File: config.mk
export PLATFORM = sky130hd
export DESIGN_NAME = hwpe_subsystem
export DESIGN_NICKNAME = d
export VERILOG_FILES = /design/src/source/hwpe_engine_pkg.sv /design/src/source/hwpe_bus_pkg.sv /design/src/source/hwpe_subsystem.sv /design/src/source/sum_reduce_engine.sv /design/src/source/vec_scale_engine.sv /design/src/source/hwpe_mem_mux.sv /design/src/source/hwpe_apb_demux.sv
export VERILOG_INCLUDE_DIRS = /design/src /design/src/include
export SDC_FILE = /design/constraint.sdc
export NUM_CORES = 2
export LEC_CHECK = 0
export ABC_AREA = 0
export BUFFER_PORTS_ARGS = -buffer_cell sky130_fd_sc_hd__buf_2
export CAP_MARGIN = 20
export CORE_MARGIN = 5
export CORE_UTILIZATION = 55
export DETAILED_ROUTE_END_ITERATION = 8
export PLACE_DENSITY = 0.72
export SLEW_MARGIN = 5
export SYNTH_ARGS = -nofsm -noshare
export SYNTH_HDL_FRONTEND = slang
export SYNTH_HIERARCHICAL = 1
export SYNTH_SLANG_ARGS = --single-unit
File: constraint.sdc
create_clock -name clk_i -period 15.2 [get_ports clk_i]
set_input_delay 3.04 -clock clk_i [delete_from_list [all_inputs] [get_ports clk_i]]
set_output_delay 3.04 -clock clk_i [all_outputs]
set_load 0.05 [all_outputs]
File: src/include/hwpe_config.svh
// Widths, engine count and register byte offsets, included by packages and RTL
`ifndef HWPE_CONFIG_SVH
`define HWPE_CONFIG_SVH

// Data word and byte address widths
`define HWPE_DATA_W 32
`define HWPE_ADDR_W 32

// Engines behind the shared ports
`define HWPE_N_ENGINES 2

// Register map, byte offsets from the APB window base
// Write-only, bit 0 starts a job
`define HWPE_REG_CTRL 32'h00
// Bit 0 busy, bit 1 sticky done
`define HWPE_REG_STATUS 32'h04
`define HWPE_REG_SRC 32'h08
`define HWPE_REG_DST 32'h0c
// Element count
`define HWPE_REG_LEN 32'h10
// Vector engine only
`define HWPE_REG_PARAM 32'h14
// Sum engine only, read-only
`define HWPE_REG_RESULT 32'h18

`endif
File: src/source/hwpe_engine_pkg.sv
// Engine-level types: engine index, FSM states and register slots decoded by both engines
package hwpe_engine_pkg;

`include "hwpe_config.svh"

  ////////////////////////////////////////////////////////////////////////////
  // Engine selection
  ////////////////////////////////////////////////////////////////////////////

  // Index of one engine behind the shared ports
  typedef logic [$clog2(`HWPE_N_ENGINES)-1:0] engine_sel_t;

  // Slot of each engine
  localparam engine_sel_t ENG_VEC = engine_sel_t'(0);
  localparam engine_sel_t ENG_SUM = engine_sel_t'(1);

  ////////////////////////////////////////////////////////////////////////////
  // Job FSM
  ////////////////////////////////////////////////////////////////////////////

  // Common to both engines, DONE lasts one cycle
  typedef enum logic [2:0] {
    IDLE,
    READ,
    WAIT_DATA,
    WRITE,
    DONE
  } engine_state_e;

  ////////////////////////////////////////////////////////////////////////////
  // Register slots
  ////////////////////////////////////////////////////////////////////////////

  // Word index of each register, taken from paddr[4:2]
  typedef enum logic [2:0] {
    REG_CTRL   = 3'(`HWPE_REG_CTRL >> 2),
    REG_STATUS = 3'(`HWPE_REG_STATUS >> 2),
    REG_SRC    = 3'(`HWPE_REG_SRC >> 2),
    REG_DST    = 3'(`HWPE_REG_DST >> 2),
    REG_LEN    = 3'(`HWPE_REG_LEN >> 2),
    REG_PARAM  = 3'(`HWPE_REG_PARAM >> 2),
    REG_RESULT = 3'(`HWPE_REG_RESULT >> 2)
  } reg_idx_e;

endpackage

File: src/source/hwpe_bus_pkg.sv
// Bus-level types shared by RTL and testbench: words, addresses, APB and memory port structs
package hwpe_bus_pkg;

`include "hwpe_config.svh"

  ////////////////////////////////////////////////////////////////////////////
  // Basic widths
  ////////////////////////////////////////////////////////////////////////////

  // One data word
  typedef logic [`HWPE_DATA_W-1:0] word_t;
  // Byte address on APB and memory
  typedef logic [`HWPE_ADDR_W-1:0] addr_t;

  ////////////////////////////////////////////////////////////////////////////
  // APB target port
  ////////////////////////////////////////////////////////////////////////////

  // Requester side
  typedef struct packed {
    logic  psel;
    logic  penable;
    logic  pwrite;
    addr_t paddr;
    word_t pwdata;
  } apb_req_t;

  // Completer side, pready marks the last access cycle
  typedef struct packed {
    logic  pready;
    word_t prdata;
    logic  pslverr;
  } apb_rsp_t;

  ////////////////////////////////////////////////////////////////////////////
  // Memory master port
  ////////////////////////////////////////////////////////////////////////////

  // Held stable until gnt
  typedef struct packed {
    logic  req;
    logic  we;
    addr_t addr;
    word_t wdata;
  } mem_req_t;

  // rvalid one cycle after a granted read
  typedef struct packed {
    logic  gnt;
    logic  rvalid;
    word_t rdata;
  } mem_rsp_t;

endpackage

File: src/source/hwpe_subsystem.sv
// Top level of the accelerator: two engines sharing one APB target and one memory master
`timescale 1ns/1ns
`include "hwpe_config.svh"

module hwpe_subsystem
  import hwpe_bus_pkg::*;
  import hwpe_engine_pkg::*;
(
  input  logic        clk_i,
  input  logic        rst_n_i,
  input  logic        hwpe_en_i,
  input  engine_sel_t hwpe_sel_i,
  // Config port
  input  apb_req_t    apb_req_i,
  output apb_rsp_t    apb_rsp_o,
  // Shared memory port
  output mem_req_t    mem_req_o,
  input  mem_rsp_t    mem_rsp_i,
  // Done event and busy of the selected engine
  output logic        evt_o,
  output logic        busy_o
);

  logic     [`HWPE_N_ENGINES-1:0] eng_en, eng_busy, eng_evt;
  apb_req_t [`HWPE_N_ENGINES-1:0] eng_apb_req;
  apb_rsp_t [`HWPE_N_ENGINES-1:0] eng_apb_rsp;
  mem_req_t [`HWPE_N_ENGINES-1:0] eng_mem_req;
  mem_rsp_t [`HWPE_N_ENGINES-1:0] eng_mem_rsp;

  // Clock enable per engine, only the selected one runs
  for (genvar i = 0; i < `HWPE_N_ENGINES; i++) begin : gen_en
    assign eng_en[i] = hwpe_en_i && (hwpe_sel_i == engine_sel_t'(i));
  end

  ////////////////////////////////////////////////////////////////////////////
  // Engines
  ////////////////////////////////////////////////////////////////////////////

  vec_scale_engine i_vec_scale_engine (
    .clk_i     ( clk_i                ),
    .rst_n_i   ( rst_n_i              ),
    .en_i      ( eng_en[ENG_VEC]      ),
    .apb_req_i ( eng_apb_req[ENG_VEC] ),
    .apb_rsp_o ( eng_apb_rsp[ENG_VEC] ),
    .mem_req_o ( eng_mem_req[ENG_VEC] ),
    .mem_rsp_i ( eng_mem_rsp[ENG_VEC] ),
    .busy_o    ( eng_busy[ENG_VEC]    ),
    .evt_o     ( eng_evt[ENG_VEC]     )
  );

  sum_reduce_engine i_sum_reduce_engine (
    .clk_i     ( clk_i                ),
    .rst_n_i   ( rst_n_i              ),
    .en_i      ( eng_en[ENG_SUM]      ),
    .apb_req_i ( eng_apb_req[ENG_SUM] ),
    .apb_rsp_o ( eng_apb_rsp[ENG_SUM] ),
    .mem_req_o ( eng_mem_req[ENG_SUM] ),
    .mem_rsp_i ( eng_mem_rsp[ENG_SUM] ),
    .busy_o    ( eng_busy[ENG_SUM]    ),
    .evt_o     ( eng_evt[ENG_SUM]     )
  );

  ////////////////////////////////////////////////////////////////////////////
  // Shared ports
  ////////////////////////////////////////////////////////////////////////////

  hwpe_apb_demux i_hwpe_apb_demux (
    .sel_i     ( hwpe_sel_i  ),
    .apb_req_i ( apb_req_i   ),
    .apb_rsp_o ( apb_rsp_o   ),
    .eng_req_o ( eng_apb_req ),
    .eng_rsp_i ( eng_apb_rsp )
  );

  hwpe_mem_mux i_hwpe_mem_mux (
    .clk_i     ( clk_i       ),
    .rst_n_i   ( rst_n_i     ),
    .sel_i     ( hwpe_sel_i  ),
    .eng_req_i ( eng_mem_req ),
    .eng_rsp_o ( eng_mem_rsp ),
    .mem_req_o ( mem_req_o   ),
    .mem_rsp_i ( mem_rsp_i   )
  );

  // Status of the selected engine
  assign evt_o  = eng_evt[hwpe_sel_i];
  assign busy_o = eng_busy[hwpe_sel_i];

endmodule

File: src/source/sum_reduce_engine.sv
// Sum engine adding a vector of words and storing the total to memory and RESULT
`timescale 1ns/1ns
`include "hwpe_config.svh"

module sum_reduce_engine
  import hwpe_bus_pkg::*;
  import hwpe_engine_pkg::*;
(
  input  logic     clk_i,
  input  logic     rst_n_i,
  input  logic     en_i,
  input  apb_req_t apb_req_i,
  output apb_rsp_t apb_rsp_o,
  output mem_req_t mem_req_o,
  input  mem_rsp_t mem_rsp_i,
  output logic     busy_o,
  output logic     evt_o
);

  engine_state_e state_q, state_d;
  addr_t         src_q, dst_q;
  word_t         len_q, result_q, idx_q, acc_q;
  logic          done_q;
  reg_idx_e      reg_idx;
  logic          acc, map_hit, err, wr, start, step;
  word_t         rdata;

  ////////////////////////////////////////////////////////////////////////////
  // APB register access
  ////////////////////////////////////////////////////////////////////////////

  assign acc     = en_i & apb_req_i.psel & apb_req_i.penable;
  assign map_hit = (apb_req_i.paddr[`HWPE_ADDR_W-1:5] == '0) &&
                   (apb_req_i.paddr[1:0] == 2'b00);
  assign reg_idx = reg_idx_e'(apb_req_i.paddr[4:2]);

  always_comb begin
    rdata = '0;
    err   = !map_hit;
    case (reg_idx)
      REG_CTRL:   rdata = '0;
      REG_SRC:    rdata = src_q;
      REG_DST:    rdata = dst_q;
      REG_LEN:    rdata = len_q;
      // Read-only pair
      REG_STATUS: begin
        rdata = word_t'({done_q, busy_o});
        err   = err | apb_req_i.pwrite;
      end
      REG_RESULT: begin
        rdata = result_q;
        err   = err | apb_req_i.pwrite;
      end
      // PARAM and unused slot
      default:    err = 1'b1;
    endcase
  end

  assign wr    = acc & apb_req_i.pwrite & ~err;
  assign start = wr & (reg_idx == REG_CTRL) & apb_req_i.pwdata[0] & ~busy_o;

  assign apb_rsp_o.pready  = acc;
  assign apb_rsp_o.prdata  = (acc && !apb_req_i.pwrite && !err) ? rdata : '0;
  assign apb_rsp_o.pslverr = acc & err;

  ////////////////////////////////////////////////////////////////////////////
  // Job FSM and accumulator
  ////////////////////////////////////////////////////////////////////////////

  always_comb begin
    state_d = state_q;
    case (state_q)
      IDLE, DONE: begin
        state_d = IDLE;
        // Empty vector still writes a zero sum
        if (start) state_d = (len_q == '0) ? WRITE : READ;
      end
      READ:      if (mem_rsp_i.gnt) state_d = WAIT_DATA;
      WAIT_DATA: if (mem_rsp_i.rvalid) state_d = (idx_q + 1 == len_q) ? WRITE : READ;
      WRITE:     if (mem_rsp_i.gnt) state_d = DONE;
      default:   state_d = IDLE;
    endcase
  end

  assign step = en_i | (state_q == WAIT_DATA);

  always_ff @(posedge clk_i) begin
    if (!rst_n_i) begin
      state_q  <= IDLE;
      src_q    <= '0;
      dst_q    <= '0;
      len_q    <= '0;
      result_q <= '0;
      idx_q    <= '0;
      done_q   <= 1'b0;
    end else if (step) begin
      state_q <= state_d;
      if (wr && reg_idx == REG_SRC) src_q <= apb_req_i.pwdata;
      if (wr && reg_idx == REG_DST) dst_q <= apb_req_i.pwdata;
      if (wr && reg_idx == REG_LEN) len_q <= apb_req_i.pwdata;
      if (start) begin
        idx_q  <= '0;
        done_q <= 1'b0;
      end else if (state_q == WAIT_DATA && mem_rsp_i.rvalid) begin
        idx_q <= idx_q + 1;
      end
      // RESULT follows the granted write
      if (state_q == WRITE && mem_rsp_i.gnt) result_q <= acc_q;
      if (state_d == DONE) done_q <= 1'b1;
    end
  end

  // Running sum, modulo 2^32
  always_ff @(posedge clk_i) begin
    if (start) begin
      acc_q <= '0;
    end else if (state_q == WAIT_DATA && mem_rsp_i.rvalid) begin
      acc_q <= acc_q + mem_rsp_i.rdata;
    end
  end

  // Reads walk SRC, the single write goes to DST
  always_comb begin
    mem_req_o.req   = en_i && (state_q == READ || state_q == WRITE);
    mem_req_o.we    = (state_q == WRITE);
    mem_req_o.addr  = (state_q == WRITE) ? dst_q : src_q + {idx_q[`HWPE_ADDR_W-3:0], 2'b00};
    mem_req_o.wdata = acc_q;
  end

  assign busy_o = (state_q == READ) || (state_q == WAIT_DATA) || (state_q == WRITE);
  assign evt_o  = en_i && (state_q == DONE);

endmodule

File: src/source/vec_scale_engine.sv
// Vector engine writing word times scale plus offset back to memory, configured over APB
`timescale 1ns/1ns
`include "hwpe_config.svh"

module vec_scale_engine
  import hwpe_bus_pkg::*;
  import hwpe_engine_pkg::*;
(
  input  logic     clk_i,
  input  logic     rst_n_i,
  input  logic     en_i,
  input  apb_req_t apb_req_i,
  output apb_rsp_t apb_rsp_o,
  output mem_req_t mem_req_o,
  input  mem_rsp_t mem_rsp_i,
  output logic     busy_o,
  output logic     evt_o
);

  engine_state_e state_q, state_d;
  addr_t         src_q, dst_q;
  // PARAM holds scale in [15:0], offset in [31:16]
  word_t         len_q, param_q, idx_q, data_q;
  logic          done_q;
  reg_idx_e      reg_idx;
  logic          acc, map_hit, err, wr, start, step;
  word_t         rdata, scaled;
  addr_t         offs;

  ////////////////////////////////////////////////////////////////////////////
  // APB register access
  ////////////////////////////////////////////////////////////////////////////

  // Access phase, only while enabled
  assign acc     = en_i & apb_req_i.psel & apb_req_i.penable;
  assign map_hit = (apb_req_i.paddr[`HWPE_ADDR_W-1:5] == '0) &&
                   (apb_req_i.paddr[1:0] == 2'b00);
  assign reg_idx = reg_idx_e'(apb_req_i.paddr[4:2]);

  always_comb begin
    rdata = '0;
    err   = !map_hit;
    case (reg_idx)
      // Write-only, reads zero
      REG_CTRL:   rdata = '0;
      REG_STATUS: begin
        rdata = word_t'({done_q, busy_o});
        err   = err | apb_req_i.pwrite;
      end
      REG_SRC:    rdata = src_q;
      REG_DST:    rdata = dst_q;
      REG_LEN:    rdata = len_q;
      REG_PARAM:  rdata = param_q;
      // RESULT and unused slot
      default:    err = 1'b1;
    endcase
  end

  assign wr    = acc & apb_req_i.pwrite & ~err;
  // Start only when no job is running
  assign start = wr & (reg_idx == REG_CTRL) & apb_req_i.pwdata[0] & ~busy_o;

  // Zero wait states
  assign apb_rsp_o.pready  = acc;
  assign apb_rsp_o.prdata  = (acc && !apb_req_i.pwrite && !err) ? rdata : '0;
  assign apb_rsp_o.pslverr = acc & err;

  ////////////////////////////////////////////////////////////////////////////
  // Job FSM
  ////////////////////////////////////////////////////////////////////////////

  always_comb begin
    state_d = state_q;
    case (state_q)
      IDLE, DONE: begin
        state_d = IDLE;
        // Empty vector finishes at once
        if (start) state_d = (len_q == '0) ? DONE : READ;
      end
      READ:      if (mem_rsp_i.gnt) state_d = WAIT_DATA;
      WAIT_DATA: if (mem_rsp_i.rvalid) state_d = WRITE;
      WRITE:     if (mem_rsp_i.gnt) state_d = (idx_q + 1 == len_q) ? DONE : READ;
      default:   state_d = IDLE;
    endcase
  end

  // Clock enable, a granted read still takes its data when disabled
  assign step = en_i | (state_q == WAIT_DATA);

  always_ff @(posedge clk_i) begin
    if (!rst_n_i) begin
      state_q <= IDLE;
      src_q   <= '0;
      dst_q   <= '0;
      len_q   <= '0;
      param_q <= '0;
      idx_q   <= '0;
      done_q  <= 1'b0;
    end else if (step) begin
      state_q <= state_d;
      if (wr && reg_idx == REG_SRC)   src_q   <= apb_req_i.pwdata;
      if (wr && reg_idx == REG_DST)   dst_q   <= apb_req_i.pwdata;
      if (wr && reg_idx == REG_LEN)   len_q   <= apb_req_i.pwdata;
      if (wr && reg_idx == REG_PARAM) param_q <= apb_req_i.pwdata;
      // Element counter
      if (start) begin
        idx_q  <= '0;
        done_q <= 1'b0;
      end else if (state_q == WRITE && mem_rsp_i.gnt) begin
        idx_q <= idx_q + 1;
      end
      // Sticky done, set on entry to DONE
      if (state_d == DONE) done_q <= 1'b1;
    end
  end

  ////////////////////////////////////////////////////////////////////////////
  // Datapath and memory port
  ////////////////////////////////////////////////////////////////////////////

  // Wraps modulo 2^32
  assign scaled = mem_rsp_i.rdata * word_t'(param_q[15:0]) + word_t'(param_q[31:16]);
  assign offs   = {idx_q[`HWPE_ADDR_W-3:0], 2'b00};

  // Result word for the next WRITE
  always_ff @(posedge clk_i) begin
    if (state_q == WAIT_DATA && mem_rsp_i.rvalid) data_q <= scaled;
  end

  always_comb begin
    mem_req_o.req   = en_i && (state_q == READ || state_q == WRITE);
    mem_req_o.we    = (state_q == WRITE);
    mem_req_o.addr  = ((state_q == WRITE) ? dst_q : src_q) + offs;
    mem_req_o.wdata = data_q;
  end

  assign busy_o = (state_q == READ) || (state_q == WAIT_DATA) || (state_q == WRITE);
  // One pulse, held back while disabled
  assign evt_o  = en_i && (state_q == DONE);

endmodule

File: src/source/hwpe_mem_mux.sv
// Static memory multiplexer joining the engine master ports onto the shared memory port
`timescale 1ns/1ns
`include "hwpe_config.svh"

module hwpe_mem_mux
  import hwpe_bus_pkg::*;
  import hwpe_engine_pkg::*;
(
  input  logic                              clk_i,
  input  logic                              rst_n_i,
  input  engine_sel_t                       sel_i,
  // Engine side
  input  mem_req_t [`HWPE_N_ENGINES-1:0]    eng_req_i,
  output mem_rsp_t [`HWPE_N_ENGINES-1:0]    eng_rsp_o,
  // Shared memory side
  output mem_req_t                          mem_req_o,
  input  mem_rsp_t                          mem_rsp_i
);

  // Channel that issued the read in flight
  engine_sel_t rd_sel_q;

  // Request path follows the select directly
  assign mem_req_o = eng_req_i[sel_i];

  // Remember the reader so rvalid goes back to it
  always_ff @(posedge clk_i) begin
    if (!rst_n_i) begin
      rd_sel_q <= '0;
    end else if (mem_req_o.req && !mem_req_o.we && mem_rsp_i.gnt) begin
      rd_sel_q <= sel_i;
    end
  end

  // Responses only to their owner, zeros elsewhere
  always_comb begin
    for (int i = 0; i < `HWPE_N_ENGINES; i++) begin
      eng_rsp_o[i] = '0;
      if (sel_i == engine_sel_t'(i)) begin
        eng_rsp_o[i].gnt = mem_rsp_i.gnt;
      end
      if (rd_sel_q == engine_sel_t'(i)) begin
        eng_rsp_o[i].rvalid = mem_rsp_i.rvalid;
        eng_rsp_o[i].rdata  = mem_rsp_i.rdata;
      end
    end
  end

endmodule

File: src/source/hwpe_apb_demux.sv
// APB demultiplexer steering the config port to the engine named by the select input
`timescale 1ns/1ns
`include "hwpe_config.svh"

module hwpe_apb_demux
  import hwpe_bus_pkg::*;
  import hwpe_engine_pkg::*;
(
  // Engine select
  input  engine_sel_t                       sel_i,
  // Upstream APB target port
  input  apb_req_t                          apb_req_i,
  output apb_rsp_t                          apb_rsp_o,
  // One APB channel per engine
  output apb_req_t [`HWPE_N_ENGINES-1:0]    eng_req_o,
  input  apb_rsp_t [`HWPE_N_ENGINES-1:0]    eng_rsp_i
);

  ////////////////////////////////////////////////////////////////////////////
  // Request fan-out
  ////////////////////////////////////////////////////////////////////////////

  always_comb begin
    for (int i = 0; i < `HWPE_N_ENGINES; i++) begin
      // Address, data and phase go to all engines
      eng_req_o[i] = apb_req_i;
      // Only the selected one sees psel
      eng_req_o[i].psel = apb_req_i.psel && (sel_i == engine_sel_t'(i));
    end
  end

  ////////////////////////////////////////////////////////////////////////////
  // Response return
  ////////////////////////////////////////////////////////////////////////////

  always_comb begin
    // Idle bus returns zeros, never an old response
    apb_rsp_o = '0;
    if (apb_req_i.psel) begin
      apb_rsp_o = eng_rsp_i[sel_i];
    end
  end

endmodule

==> summary.txt <==
Placed design
  • Placed cell areas: 40100 um^2
  • Port bufs: between 200 and 250
  • Placed wire-length estimate: around 100000 um
  • Gp weighted congestion: between 0.9 and 1

Synthesis
  • Leading area contributor after synthesis: sky130_fd_sc_hd__dfxtp_1
  • Share of the yosys chip area belonging to registers: between 20% and 30%
  • Most frequently used cell type in the post-synthesis netlist: sky130_fd_sc_hd__nand2_1
  • Simple-gate portion of the synthesized area: ~23%
  • Mean area per synthesized cell: ~7.9 um^2
  • Main combinational cell family by area after synthesis: simple AND/OR/NAND/NOR gates
  • Adder-cell area share of the yosys netlist: between 20% and 30%
  • Number of synthesis warnings: 6
  • Syn Inst Count: approximately 5000
  • Async set or reset register ratio after synthesis: 0%
  • Nets in the synthesized netlist: ~5600
  • Leading post-synthesis cells by instance count: sky130_fd_sc_hd__nand2_1 (1044), sky130_fd_sc_hd__inv_1 (466), sky130_fd_sc_hd__dfxtp_1 (361)
  • Summed instance area of the synthesized netlist: between 30000 and 40000 um^2
  • Ys flop type: sky130_fd_sc_hd__dfxtp_1
  • Complex-gate fraction of the synthesized area: between 10% and 20%
  • Area fraction of the dominant cell type after synthesis: 18.2%
  • Synthesized flop and latch total: just under 400
  • Cells taking the most area after synthesis: sky130_fd_sc_hd__dfxtp_1 (18%), sky130_fd_sc_hd__fa_1 (16%), sky130_fd_sc_hd__nand2_1 (9.9%), sky130_fd_sc_hd__ha_1 (5.5%), sky130_fd_sc_hd__a21boi_0 (5.4%)
  • Unique masters post-synth: ~110
  • Multiplexer share of the synthesized area: under 10%
  • Number of flops mapped to enable cells by yosys: 32
  • Synth Area in XOR/XNOR: roughly 4.7%

Floorplanning
  • DIE HEIGHT: ~280 um
  • Area of the die: roughly 78000 um^2
  • Core Area: slightly above 70000 um^2
  • Std cell rows: 98
  • Starting utilization of the core area: a little under three fifths
  • Ports placed on the boundary: 207
  • Die outline width: between 200 and 300 um

Routing
  • Number of DRC violations after detailed routing: 0
  • Total vias in the final route: around 36000
  • Overall routed net length: 138000 um
  • Via density per instance: about 6
  • Antenna-violating nets left: 0
  • Routed WL per cell: approximately 23 um
  • TritonRoute pass-1 iters: 6
  • DRT iter0 DRCs: 4316

Clock tree
  • Setup repair bufs after CTS: 0
  • CTS resizes: 0
  • Latest clock arrival within the worst-skew pair: approximately 0.63 ns
  • Clock buffer count from CTS: 48
  • Clock tree from TritonCTS: built
  • H-Tree Level Count: 2
  • Root Buffer: sky130_fd_sc_hd__clkbuf_16
  • Buffers from clock root to sink, at most: 3
  • Reg clk slew, reported paths: 0.06 ns
  • Clock sink count: roughly 390
  • Number of hold buffers added after CTS: 0

Power and ir drop
  • Leakage dissipation: approximately 17 nW
  • Areal power density over the cells: 57.6 nW/um^2
  • Highest ir drop seen on vdd: about 0.084 mV

GRT
  • Total grt overflow: 0
  • Global-route wire length before repair: roughly 210000 um
  • Number of antenna violations at the first check in global routing: 8
  • GRT Resource Usage Total: about 34%
  • Largest net degree at the start of global routing: between 100 and 150
  • Via count of the first global-routing pass: ~34000

STA
  • Largest clock skew in the final design: ~0.055 ns
  • Worst slew margin: between 20 and 30%
  • Final hold vios: 0
  • Sum Neg Setup Slack: 0 ns
  • Count of final setup violators: 0
  • Slew of the pin with the lowest slew margin: 1.08 ns
  • Slew Limit Fails: 0
  • Min Tclk post-route: 9.47 ns
  • Achievable frequency: 0.106 GHz
  • Share of the clock period used by the worst path: between 60% and 70%
  • Setup repair after global routing missed its margin: no

Final layout
  • Design Area, Final: around 42000 um^2
  • Area added between synthesis and finish: 5.10%
  • Share of cells above drive strength 1: 10.2%
  • Area of combinational cells with multiple inputs: around 27000 um^2
  • Layout filler cell count: approximately 6600
  • Sequential standard cell area: a little over 8000 um^2
  • Number of nets in the layout: around 5500

Hold path
  • Class of the tightest hold or removal check: flip-flop to flip-flop

Worst setup path
  • Worst setup EP type: output pin
  • Worst-path maximum fanout: 32
  • Class of the most critical setup path: input pin to output pin
  • Data required, critical path: about 12 ns
  • Arrival time at the worst endpoint: ~6.4 ns
  • Kind of start point of the critical path: input pin

Flow run
  • Number of violations of the max-capacitance limit: 0

Outcome
  • Result of the run: completed
-- registers in the layout, indices dropped and copies added (netlist names) --
| signal | flops |
|---|---|
| i_sum_reduce_engine/src_q | 32 |
| i_vec_scale_engine/state_q | 3 |
| i_sum_reduce_engine/state_q | 3 |
| i_sum_reduce_engine/acc_q | 32 |
| i_sum_reduce_engine/result_q | 32 |
| i_vec_scale_engine/src_q | 32 |
| i_sum_reduce_engine/idx_q | 32 |
| i_sum_reduce_engine/done_q | 1 |
| i_vec_scale_engine/data_q | 32 |
| i_sum_reduce_engine/len_q | 32 |
| i_sum_reduce_engine/dst_q | 32 |
| i_vec_scale_engine/done_q | 1 |
| i_vec_scale_engine/idx_q | 32 |
| i_hwpe_mem_mux/rd_sel_q | 1 |
| i_vec_scale_engine/param_q | 32 |
| i_vec_scale_engine/len_q | 32 |
| i_vec_scale_engine/dst_q | 32 |
-- kinds of logic (layout without fill, tap and decap cells) --
kind of cell	count (synthesis)	count (layout)
AND/OR/NAND/NOR	1898	1898
AO/OA/AOI/OAI	1010	1010
buffers and inverters	905	828
adder cells (fa/ha/maj)	498	498
flip-flops	393	393
XOR/XNOR	214	214
multiplexers	110	110
other	0	2
-- through the flow --
stage                     std cells  power [mW]  hold WS, ns  utilization [%]  setup slack (ns)
after floorplan                5028        1.17        0.443                -              6.16
after global placement         5810        1.20        0.450             56.0              5.09
after detailed placement       5810        1.20        0.457             56.0              5.01
after CTS                      5897        2.41        0.465             58.3              5.60
after global routing           5901        2.45        0.480             58.3              5.43
final                          5903        2.40        0.464             58.3              5.73
-- cells in the final DEF, fill, tap and decap left out, drive strengths merged, types with 16 or more instances in the layout --
master  count
a21o       35
and2      209
fa        322
dfxtp     361
mux2       72
nor2b     112
mux2i      38
a21boi    285
nand3      60
xor2       72
a211oi     19
a31oi      37
edfxtp     32
buf       273
nand2    1045
nor3       67
xnor2     142
ha        176
a21oi     220
o21a       19
nor2      180
or3        17
clkinv     16
a22oi     129
nor4       42
inv       467
o21ai     159
nand4      38
and3       37
clkbuf     63
nand2b     24
-- worst max-delay path, cell delays in order --
cell                      delay, ns
sky130_fd_sc_hd__buf_2         0.36
sky130_fd_sc_hd__nor2b_1       0.26
sky130_fd_sc_hd__o21ai_0       0.21
sky130_fd_sc_hd__a32oi_1       0.14
sky130_fd_sc_hd__or2_2         0.32
sky130_fd_sc_hd__or4_1         0.48
sky130_fd_sc_hd__buf_4         0.30
sky130_fd_sc_hd__a21oi_1       0.62
sky130_fd_sc_hd__mux2i_1       0.23
sky130_fd_sc_hd__nor2b_1       0.16
sky130_fd_sc_hd__buf_2         0.27
-- worst paths after layout --
check	to	start	slack, ns	cells past startpoint
worst max-delay path	apb_rsp_o[11]	apb_req_i[35]	5.73	11
worst min-delay path	i_vec_scale_engine/param_q[1]$_SDFFE_PN0P_	i_vec_scale_engine/param_q[1]$_SDFFE_PN0P_	0.46	2
worst max register to register	i_vec_scale_engine/data_q[31]$_DFFE_PP_	i_hwpe_mem_mux/rd_sel_q$_SDFFE_PN0P_	7.63	24
worst min register to register	i_vec_scale_engine/param_q[1]$_SDFFE_PN0P_	i_vec_scale_engine/param_q[1]$_SDFFE_PN0P_	0.46	2
-- metal layers --
metal	up-vias	share of wire [%]	track usage (%)
li1	16200	-	-
met1	17400	40	47.3
met5	-	0.039	0
met2	2044	42	51.1
met4	8	5.6	15.4
met3	372	12	8.70
-- power breakdown --
group          internal, mW  switching (mW)
sequential             1.04        0.000242
clock                 0.716           0.502
combinational        0.0410           0.103
-- layout make-up --
class,instances,share of cell area [%]
Multi-Input combinational cell,3730,65.7
Sequential cell,393,19.6
Inverter,467,4.20
Timing Repair Buffer,274,3.72
Clock buffer,62,3.15
Tap cell,950,2.85
Clock inverter,25,0.791
Antenna cell,2,0.0120
Note: power is estimated with default switching activity, not from simulation.
